==> src/isa_pkg.sv <==
////////////////////////////////////////
// alpha subset isa definitions
// opcodes, function codes and the two
// instruction word formats
////////////////////////////////////////
package isa_pkg;

  ////////////////////////////////////////
  // primary opcodes, inst[31:26]
  ////////////////////////////////////////
  localparam logic [5:0] PAL_INST = 6'h00;
  localparam logic [5:0] LDA_INST = 6'h08;
  localparam logic [5:0] INTA_GRP = 6'h10;  // add, sub, compares
  localparam logic [5:0] INTL_GRP = 6'h11;  // logicals
  localparam logic [5:0] INTS_GRP = 6'h12;  // shifts
  localparam logic [5:0] INTM_GRP = 6'h13;  // multiply
  localparam logic [5:0] ITFP_GRP = 6'h14;
  localparam logic [5:0] FLTV_GRP = 6'h15;
  localparam logic [5:0] FLTI_GRP = 6'h16;
  localparam logic [5:0] FLTL_GRP = 6'h17;
  localparam logic [5:0] MISC_GRP = 6'h18;
  localparam logic [5:0] JSR_GRP  = 6'h1a;  // jmp, jsr, ret, jsr_co
  localparam logic [5:0] FTPI_GRP = 6'h1c;
  localparam logic [5:0] LDQ_INST = 6'h29;
  localparam logic [5:0] STQ_INST = 6'h2d;
  localparam logic [5:0] BR_INST  = 6'h30;
  localparam logic [5:0] FBEQ_INST = 6'h31;
  localparam logic [5:0] FBLT_INST = 6'h32;
  localparam logic [5:0] FBLE_INST = 6'h33;
  localparam logic [5:0] BSR_INST = 6'h34;
  localparam logic [5:0] FBNE_INST = 6'h35;
  localparam logic [5:0] FBGE_INST = 6'h36;
  localparam logic [5:0] FBGT_INST = 6'h37;

  ////////////////////////////////////////
  // operate function codes, inst[11:5]
  ////////////////////////////////////////
  localparam logic [6:0] ADDQ_INST   = 7'h20;
  localparam logic [6:0] SUBQ_INST   = 7'h29;
  localparam logic [6:0] CMPEQ_INST  = 7'h2d;
  localparam logic [6:0] CMPLT_INST  = 7'h4d;
  localparam logic [6:0] CMPLE_INST  = 7'h6d;
  localparam logic [6:0] CMPULT_INST = 7'h1d;
  localparam logic [6:0] CMPULE_INST = 7'h3d;
  localparam logic [6:0] AND_INST    = 7'h00;
  localparam logic [6:0] BIC_INST    = 7'h08;
  localparam logic [6:0] BIS_INST    = 7'h20;
  localparam logic [6:0] ORNOT_INST  = 7'h28;
  localparam logic [6:0] XOR_INST    = 7'h40;
  localparam logic [6:0] EQV_INST    = 7'h48;
  localparam logic [6:0] SRL_INST    = 7'h34;
  localparam logic [6:0] SLL_INST    = 7'h39;
  localparam logic [6:0] SRA_INST    = 7'h3c;
  localparam logic [6:0] MULQ_INST   = 7'h20;

  localparam logic [25:0] HALT_CODE = 26'h0555;  // pal function for halt
  localparam logic [4:0]  ZERO_REG  = 5'd31;     // r31 reads as zero

  // operate format
  typedef struct packed {
    logic [5:0] opcode;
    logic [4:0] ra;
    logic [4:0] rb;      // top of the literal when is_lit
    logic [2:0] sbz_lit; // should be zero in register form
    logic       is_lit;
    logic [6:0] func;
    logic [4:0] rc;
  } operate_fmt_t;

  // memory and branch format
  typedef struct packed {
    logic [5:0]  opcode;
    logic [4:0]  ra;
    logic [4:0]  rb;
    logic [15:0] disp;
  } memory_fmt_t;

  typedef union packed {
    operate_fmt_t op;
    memory_fmt_t  mem;
  } inst_word_u;

endpackage

==> src/id_pkg.sv <==
////////////////////////////////////////
// decode stage control types
// mux selects, alu functions and the
// registered pair handed to execute
////////////////////////////////////////
package id_pkg;
  import isa_pkg::*;

  localparam int unsigned COUNT_W = 32;  // instruction tally width

  typedef enum logic [1:0] {
    OPA_IS_REGA     = 2'd0,
    OPA_IS_NPC      = 2'd1,
    OPA_IS_NOT3     = 2'd2,  // mask for jump target alignment
    OPA_IS_MEM_DISP = 2'd3
  } opa_sel_e;

  typedef enum logic [1:0] {
    OPB_IS_REGB    = 2'd0,
    OPB_IS_ALU_IMM = 2'd1,
    OPB_IS_BR_DISP = 2'd2
  } opb_sel_e;

  typedef enum logic [4:0] {
    ALU_ADDQ, ALU_SUBQ,
    ALU_CMPEQ, ALU_CMPLT, ALU_CMPLE, ALU_CMPULT, ALU_CMPULE,
    ALU_AND, ALU_BIC, ALU_BIS, ALU_ORNOT, ALU_XOR, ALU_EQV,
    ALU_SRL, ALU_SLL, ALU_SRA,
    ALU_MULQ
  } alu_func_e;

  // decoder internal, picks the dest index
  typedef enum logic [1:0] {
    DEST_NONE    = 2'd0,
    DEST_IS_REGA = 2'd1,
    DEST_IS_REGC = 2'd2
  } dest_sel_e;

  typedef struct packed {
    opa_sel_e   opa_sel;
    opb_sel_e   opb_sel;
    alu_func_e  alu_func;
    logic [4:0] dest_idx;       // ZERO_REG when nothing is written
    logic [4:0] ra_idx;         // to the map table
    logic [4:0] rb_idx;
    logic       rd_mem;
    logic       wr_mem;
    logic       cond_branch;
    logic       uncond_branch;
    logic       halt;
    logic       illegal;
    logic       valid_inst;     // counted for cpi
  } id_ctrl_t;

  typedef struct packed {
    id_ctrl_t slot_0;  // older instruction
    id_ctrl_t slot_1;
  } id_pair_t;

  // bubble
  localparam id_ctrl_t ID_NOOP = '{
    opa_sel:       OPA_IS_REGA,
    opb_sel:       OPB_IS_REGB,
    alu_func:      ALU_ADDQ,
    dest_idx:      ZERO_REG,
    ra_idx:        ZERO_REG,
    rb_idx:        ZERO_REG,
    rd_mem:        1'b0,
    wr_mem:        1'b0,
    cond_branch:   1'b0,
    uncond_branch: 1'b0,
    halt:          1'b0,
    illegal:       1'b0,
    valid_inst:    1'b0
  };

endpackage

==> src/inst_decoder.sv <==
////////////////////////////////////////
// one decode slot
// instruction word in, datapath controls
// and register indices out, no state
////////////////////////////////////////
module inst_decoder (
  input  isa_pkg::inst_word_u inst,
  input  logic                inst_valid,  // low gives a bubble
  output id_pkg::id_ctrl_t    ctrl
);
  import isa_pkg::*;
  import id_pkg::*;

  opa_sel_e    opa_sel;
  opb_sel_e    opb_sel;
  alu_func_e   alu_func;
  dest_sel_e   dest_sel;
  logic [4:0]  dest_idx;
  logic [25:0] pal_func;
  logic        rd_mem;
  logic        wr_mem;
  logic        cond_br;
  logic        uncond_br;
  logic        halt;
  logic        illegal;

  assign pal_func = {inst.mem.ra, inst.mem.rb, inst.mem.disp};  // whole low 26 bits

  ////////////////////////////////////////
  // group decode on inst[31:29]
  ////////////////////////////////////////
  always_comb
  begin
    opa_sel   = OPA_IS_REGA;
    opb_sel   = OPB_IS_REGB;
    alu_func  = ALU_ADDQ;
    dest_sel  = DEST_NONE;
    rd_mem    = 1'b0;
    wr_mem    = 1'b0;
    cond_br   = 1'b0;
    uncond_br = 1'b0;
    halt      = 1'b0;
    illegal   = 1'b0;
    case (inst.op.opcode[5:3])
      3'b000:  // pal space, only halt is decoded
      begin
        if (inst.op.opcode == PAL_INST && pal_func == HALT_CODE)
          halt = 1'b1;
        else
          illegal = 1'b1;
      end
      3'b010:
      begin
        opb_sel  = inst.op.is_lit ? OPB_IS_ALU_IMM : OPB_IS_REGB;
        dest_sel = DEST_IS_REGC;
        case (inst.op.opcode)
          INTA_GRP:
            case (inst.op.func)
              ADDQ_INST:   alu_func = ALU_ADDQ;
              SUBQ_INST:   alu_func = ALU_SUBQ;
              CMPEQ_INST:  alu_func = ALU_CMPEQ;
              CMPLT_INST:  alu_func = ALU_CMPLT;
              CMPLE_INST:  alu_func = ALU_CMPLE;
              CMPULT_INST: alu_func = ALU_CMPULT;
              CMPULE_INST: alu_func = ALU_CMPULE;
              default:     illegal  = 1'b1;
            endcase
          INTL_GRP:
            case (inst.op.func)
              AND_INST:   alu_func = ALU_AND;
              BIC_INST:   alu_func = ALU_BIC;
              BIS_INST:   alu_func = ALU_BIS;
              ORNOT_INST: alu_func = ALU_ORNOT;
              XOR_INST:   alu_func = ALU_XOR;
              EQV_INST:   alu_func = ALU_EQV;
              default:    illegal  = 1'b1;
            endcase
          INTS_GRP:
            case (inst.op.func)
              SRL_INST: alu_func = ALU_SRL;
              SLL_INST: alu_func = ALU_SLL;
              SRA_INST: alu_func = ALU_SRA;
              default:  illegal  = 1'b1;
            endcase
          INTM_GRP:
            if (inst.op.func == MULQ_INST)
              alu_func = ALU_MULQ;
            else
              illegal = 1'b1;
          ITFP_GRP, FLTV_GRP, FLTI_GRP, FLTL_GRP: illegal = 1'b1;  // no fp unit
          default: illegal = 1'b1;
        endcase
      end
      3'b011:
      begin
        case (inst.op.opcode)
          JSR_GRP:  // jmp/jsr/ret/jsr_co all behave alike
          begin
            opa_sel   = OPA_IS_NOT3;
            alu_func  = ALU_AND;      // word align the target
            dest_sel  = DEST_IS_REGA; // return address
            uncond_br = 1'b1;
          end
          MISC_GRP, FTPI_GRP: illegal = 1'b1;
          default:            illegal = 1'b1;
        endcase
      end
      3'b001, 3'b100, 3'b101:  // memory format, ea = rb + disp
      begin
        opa_sel = OPA_IS_MEM_DISP;
        case (inst.op.opcode)
          LDA_INST: dest_sel = DEST_IS_REGA;  // address only, no access
          LDQ_INST:
          begin
            rd_mem   = 1'b1;
            dest_sel = DEST_IS_REGA;
          end
          STQ_INST: wr_mem  = 1'b1;
          default:  illegal = 1'b1;
        endcase
      end
      3'b110, 3'b111:  // branch format, target = npc + disp
      begin
        opa_sel = OPA_IS_NPC;
        opb_sel = OPB_IS_BR_DISP;
        case (inst.op.opcode)
          FBEQ_INST, FBLT_INST, FBLE_INST,
          FBNE_INST, FBGE_INST, FBGT_INST: illegal = 1'b1;
          BR_INST, BSR_INST:
          begin
            dest_sel  = DEST_IS_REGA;  // link
            uncond_br = 1'b1;
          end
          default: cond_br = 1'b1;     // integer conditionals
        endcase
      end
    endcase
  end

  always_comb
  begin
    case (dest_sel)
      DEST_IS_REGA: dest_idx = inst.mem.ra;
      DEST_IS_REGC: dest_idx = inst.op.rc;
      default:      dest_idx = ZERO_REG;
    endcase
  end

  ////////////////////////////////////////
  // output assembly
  ////////////////////////////////////////
  always_comb
  begin
    ctrl = ID_NOOP;
    if (inst_valid)
    begin
      ctrl.ra_idx     = inst.mem.ra;
      ctrl.rb_idx     = inst.mem.rb;
      ctrl.halt       = halt;
      ctrl.illegal    = illegal;
      ctrl.valid_inst = !illegal && !halt;  // halts are not counted
      if (!illegal)                         // illegal words keep noop controls
      begin
        ctrl.opa_sel       = opa_sel;
        ctrl.opb_sel       = opb_sel;
        ctrl.alu_func      = alu_func;
        ctrl.dest_idx      = dest_idx;
        ctrl.rd_mem        = rd_mem;
        ctrl.wr_mem        = wr_mem;
        ctrl.cond_branch   = cond_br;
        ctrl.uncond_branch = uncond_br;
      end
    end
  end

  // execute resolves at most one of these per slot
  always_comb
  begin
    assert ($onehot0({ctrl.halt, ctrl.illegal, ctrl.cond_branch, ctrl.uncond_branch}))
      else $error("decode slot raised halt, illegal and branch together");
  end

endmodule

==> src/halt_ctrl.sv <==
////////////////////////////////////////
// run/halted state machine
// builds the fetch accept handshake
////////////////////////////////////////
module halt_ctrl (
  input  logic       clock,
  input  logic       rst_n,
  input  logic       if_valid,
  input  logic [1:0] halt_slot,     // decoded halt per slot
  input  logic       id_valid,
  input  logic       ex_ready,
  output logic       if_ready,
  output logic       load_en,       // output register load
  output logic       squash_slot1   // slot 1 sits behind a halt
);

  typedef enum logic {
    RUN,
    HALTED
  } state_e;

  state_e state;
  state_e state_nxt;

  // room when the output reg is empty or draining
  assign if_ready     = (state == RUN) && (!id_valid || ex_ready);
  assign load_en      = if_valid && if_ready;
  assign squash_slot1 = halt_slot[0];

  always_comb
  begin
    state_nxt = state;
    if (load_en && |halt_slot)
      state_nxt = HALTED;  // only reset leaves
  end

  always_ff @(posedge clock)
  begin
    if (!rst_n)
      state <= RUN;
    else
      state <= state_nxt;
  end

  ////////////////////////////////////////
  // checks
  ////////////////////////////////////////
  halt_stop_a: assert property (@(posedge clock) disable iff (!rst_n)
    load_en && |halt_slot |=> !if_ready)
    else $error("fetch still accepted after a halting pair");

  halted_sticky_a: assert property (@(posedge clock) disable iff (!rst_n)
    state == HALTED |=> state == HALTED && !if_ready)
    else $error("stage left halted or reopened intake");

endmodule

==> src/inst_counter.sv <==
////////////////////////////////////////
// valid instruction tally for cpi
////////////////////////////////////////
module inst_counter (
  input  logic                       clock,
  input  logic                       rst_n,
  input  logic                       load_en,
  input  logic [1:0]                 slot_valid,  // post-squash valid_inst
  output logic [id_pkg::COUNT_W-1:0] inst_count
);
  import id_pkg::*;

  logic [COUNT_W-1:0] inc;  // 0, 1 or 2

  assign inc = COUNT_W'(slot_valid[0]) + COUNT_W'(slot_valid[1]);

  always_ff @(posedge clock)
  begin
    if (!rst_n)
      inst_count <= '0;
    else if (load_en)
      inst_count <= inst_count + inc;  // wraps at full width
  end

endmodule

==> src/id_stage.sv <==
////////////////////////////////////////
// two wide instruction decode stage
// decodes a fetched pair and holds it
// until execute takes it
////////////////////////////////////////
module id_stage (
  input  logic                       clock,
  input  logic                       rst_n,
  input  logic                       if_valid,
  input  isa_pkg::inst_word_u [1:0]  if_inst,        // [0] is older
  input  logic [1:0]                 if_inst_valid,
  output logic                       if_ready,
  output logic                       id_valid,
  output id_pkg::id_pair_t           id_pair,
  input  logic                       ex_ready,
  output logic [id_pkg::COUNT_W-1:0] inst_count
);
  import id_pkg::*;

  id_ctrl_t ctrl_0;
  id_ctrl_t ctrl_1;
  id_ctrl_t ctrl_1_fin;    // after halt squash
  logic     load_en;
  logic     squash_slot1;

  inst_decoder decoder_0 (
    .inst       (if_inst[0]),
    .inst_valid (if_inst_valid[0]),
    .ctrl       (ctrl_0)
  );

  inst_decoder decoder_1 (
    .inst       (if_inst[1]),
    .inst_valid (if_inst_valid[1]),
    .ctrl       (ctrl_1)
  );

  assign ctrl_1_fin = squash_slot1 ? ID_NOOP : ctrl_1;  // nothing issues past a halt

  halt_ctrl halt_ctrl_i (
    .clock        (clock),
    .rst_n        (rst_n),
    .if_valid     (if_valid),
    .halt_slot    ({ctrl_1.halt, ctrl_0.halt}),
    .id_valid     (id_valid),
    .ex_ready     (ex_ready),
    .if_ready     (if_ready),
    .load_en      (load_en),
    .squash_slot1 (squash_slot1)
  );

  inst_counter inst_counter_i (
    .clock      (clock),
    .rst_n      (rst_n),
    .load_en    (load_en),
    .slot_valid ({ctrl_1_fin.valid_inst, ctrl_0.valid_inst}),
    .inst_count (inst_count)
  );

  ////////////////////////////////////////
  // output register
  ////////////////////////////////////////
  always_ff @(posedge clock)
  begin
    if (!rst_n)
      id_valid <= 1'b0;
    else if (load_en)
      id_valid <= 1'b1;
    else if (ex_ready)
      id_valid <= 1'b0;  // drained, nothing new
  end

  always_ff @(posedge clock)
  begin
    if (load_en)
      id_pair <= '{slot_0: ctrl_0, slot_1: ctrl_1_fin};
  end

  // execute sees a stable pair across a stall
  hold_a: assert property (@(posedge clock) disable iff (!rst_n)
    id_valid && !ex_ready |=> id_valid && $stable(id_pair))
    else $error("output pair changed while execute stalled");

endmodule

==> config.mk <==
export PLATFORM = sky130hd
export DESIGN_NAME = id_stage
export DESIGN_NICKNAME = d
export VERILOG_FILES = /design/src/isa_pkg.sv /design/src/id_pkg.sv /design/src/inst_decoder.sv /design/src/halt_ctrl.sv /design/src/inst_counter.sv /design/src/id_stage.sv
export SDC_FILE = /design/constraint.sdc
export NUM_CORES = 1
export LEC_CHECK = 0
export ABC_AREA = 1
export BUFFER_PORTS_ARGS = -buffer_cell sky130_fd_sc_hd__buf_2
export CAP_MARGIN = 25
export CORE_AREA = 4 4 114 198
export CTS_BUF_LIST = sky130_fd_sc_hd__clkbuf_16
export CTS_CLUSTER_DIAMETER = 50
export CTS_CLUSTER_SIZE = 10
export DETAILED_ROUTE_END_ITERATION = 10
export DIE_AREA = 0 0 118 202
export PLACE_DENSITY = 0.58
export SETUP_SLACK_MARGIN = 0.3
export SLEW_MARGIN = 10
export SYNTH_ARGS = -nofsm -noshare
export SYNTH_HDL_FRONTEND = slang
export SYNTH_SLANG_ARGS = --single-unit
==> constraint.sdc <==
create_clock -name clock -period 8.61 [get_ports clock]
set_input_delay 0.4305 -clock clock [delete_from_list [all_inputs] [get_ports clock]]
set_output_delay 0.4305 -clock clock [all_outputs]
set_load 0.01 [all_outputs]
==> metrics.cfg <==
[worst_setup_path]
rr_startpoint=id_valid
cp.depth=25
arrival_ns=4.26
r2r_end=id_pair[60]
crit_family=simple AND/OR/NAND/NOR gates
cp-end-kind=flip-flop
critPathLaunch=if_inst[9]
r2r_cells=4
path_max_fanout=11
worst-r2r-setup-slack_ns=6.08
max_stage_delay_ns=0.40
critPathSlowestCell=fa_1
worst-path-buf-inv=6
cp-start-kind=input port
criticalPathCategory=in -> reg
worst_ep_required_time_ns=8.85

[routing]
drt_iter0_drc=285
via_per_inst=4.71
drc=0
wl_per_cell_um=15.6
drt_pass1_iterations=5
antenna_left=0
via_count=5397
routed_wl_um=17900

[pwr]
power_density_mw_per_mm2=150
irDropWorstVdd_uv=82.9
power.leakage_uw=0.00305

[timing]
period_minus_slack_ns=4.02
finalSetupViolCount=0
grt_setup_unrepaired=false
tns_ns=0
relSlewSlack_pct=51.6
finalWorstSetupSlack_ns=4.59
slew_violations=0
timing.final.crit_share_pct=46.7
tightestPinTransition_ns=0.725
skew_ns=0.00948
finalHoldViolations=0
max_freq_ghz=0.249

[cts]
post_cts_buffers=0
cts_hold_buf=0
cts-htree-levels=3
clock_latency_ns=0.35
clock_path_buffers=2
numCtsBuffers=9
root_buffer=clkbuf_16
cts_tree=yes
path_clk_slew_ns=0.08
ctsResizeCount=0
clock-sinks=96

[synth]
synthCells=718
syn-num-nets=796
synth_area_per_cell_um2=7.77
yosysUniqueCellTypes=46
synth_area_mm2=0.00558
synth_seq_cells=96
synth_warnings=0
seq_area_frac_synth_pct=45.6

[die]
core_area_mm2=0.0208
initial_core_util_pct=26.8
die_w_um=118
die-area_mm2=0.0238
rows=70
fp.dieH_um=202
ioPinCount=166

[finish]
utilization_pct=33.5
layout.nets=965
areaGrowthSynthToFinish_pct=25.4
drive_above_1_share_pct=26.8
n_fill_cell=2259

[grt]
grt_max_degree=42
grt_pass1_wl_um=27800
grt_overflow=0
grt_pass1_vias=5379
grt_util_all_layers_pct=14.8
antenna_found_initial=4

[min_path]
min_from=if_inst[20]
holdPathEnd=id_pair[42]
hold_depth=3
min_path_type=in -> reg

[run_status]
status=finished, final reports clean

[run]
drv_cap=0

[placed_design]
io_buffers=165
gp_congestion=0.918
dp_hpwl_um=14700
place_ws_ns=4.14

==> where the power goes <==
group / total (uW) / internal, uW / switching (uW)
logic: 130 / 41.8 / 88.2
registers: 513 / 507 / 5.63
clock network: 407 / 217 / 190
==> how the worst max path moves through the flow <==
stage | to | slack (ns)
2_1_floorplan | inst_counter_i.inst_count[28] | 5.07
3_3_place_gp | inst_counter_i.inst_count[28] | 4.31
6_report | inst_counter_i.inst_count[30] | 4.59
5_1_grt | inst_counter_i.inst_count[28] | 4.05
3_5_place_dp | inst_counter_i.inst_count[30] | 4.14
4_1_cts | inst_counter_i.inst_count[30] | 4.52
==> metrics by stage <==
stage	power (uW)	cell area [um2]	hold WS [ns]	instances
2_1_floorplan	594	5580	0.451	718
3_5_place_dp	654	6690	0.462	1128
4_1_cts	1070	6980	0.351	1144
3_3_place_gp	654	6690	0.457	1128
6_report	1050	6990	0.365	1147
5_1_grt	1100	6990	0.364	1147
==> flip-flops by register name, indices dropped and copies added (netlist names) <==
name,cells
halt_ctrl_i.state,1
id_pair,62
id_valid,1
inst_counter_i.inst_count,32
==> worst register-to-register path, delay by kind of cell, from the launching register on <==
| family | cells | cell delay [ns] |
|---|---|---|
| buffers and inverters | 2 | 1.32 |
| flip-flops | 1 | 0.31 |
| AND/OR/NAND/NOR | 2 | 0.50 |
==> cells in the final DEF (no fill, tap or decap), types with 11 or more instances in the layout <==
cell,count
nor2_1,86
edfxtp_1,62
dfxtp_1,34
nand4_1,15
nor4_1,11
nor2_2,16
nand3_1,49
nand2_1,158
o21ai_0,26
nor3_1,24
a21oi_1,33
inv_1,108
buf_2,165
==> area by class of cell <==
type,count,area [um2],share of cell area (%)
Clock buffer,10,250,3.58
Sequential cell,96,2540,36.4
Timing Repair Buffer,166,833,11.9
Multi-Input combinational cell,497,2560,36.6
Antenna cell,3,7.51,0.107
Inverter,117,439,6.28
Clock inverter,6,46.3,0.662
Tap cell,252,315,4.51
==> metal layers <==
metal  global-route usage, %  up-vias  routed length [um]
met5                       0        -                  18
met4                    8.60        2                 807
met3                    3.16       52                 914
met2                    28.2      169                9800
met1                    14.6     2444                6340
li1                        -     2730                   -
==> logic make-up (layout without fill, tap and decap cells) <==
family | after synthesis | in the layout | synth area share [%]
and+or+nand+nor | 397 | 397 | 33.7
xor gates and xnor gates | 6 | 6 | 0.943
AOI/OAI and AO/OA | 86 | 86 | 9.27
other | 0 | 3 | 0
buffers and inverters | 125 | 299 | 8.57
DFF | 96 | 96 | 45.6
adders and majority gates | 8 | 8 | 1.93
==> cell usage after synthesis, drive strengths merged <==
library cell    n  area [um2]
a21oi          33         165
ha              7        87.6
a31oi           1        6.26
a32oi           1        8.76
o21ai          27         139
dfxtp          34         681
o21bai          1        7.51
xor2            3        26.3
o221a           1        11.3
nor4           12        81.3
o21a            2        15.0
nor3           28         166
nor3b           5        47.5
xnor2           3        26.3
and3            2        12.5
buf             3        20.0
o31ai           2        15.0
clkbuf          5        18.8
a211oi          5        37.5
inv           116         435
nand4          15        93.8
fa              1        20.0
a221oi         10        87.6
nor2          108         490
nand3          51         265
nand3b          1        7.51
or2             6        37.5
edfxtp         62        1860
clkinv          1        3.75
nand2         168         671
o211ai          2        15.0
and2            1        6.26
o22a            1        8.76
No activity file was read; power rests on OpenSTA's default activity.
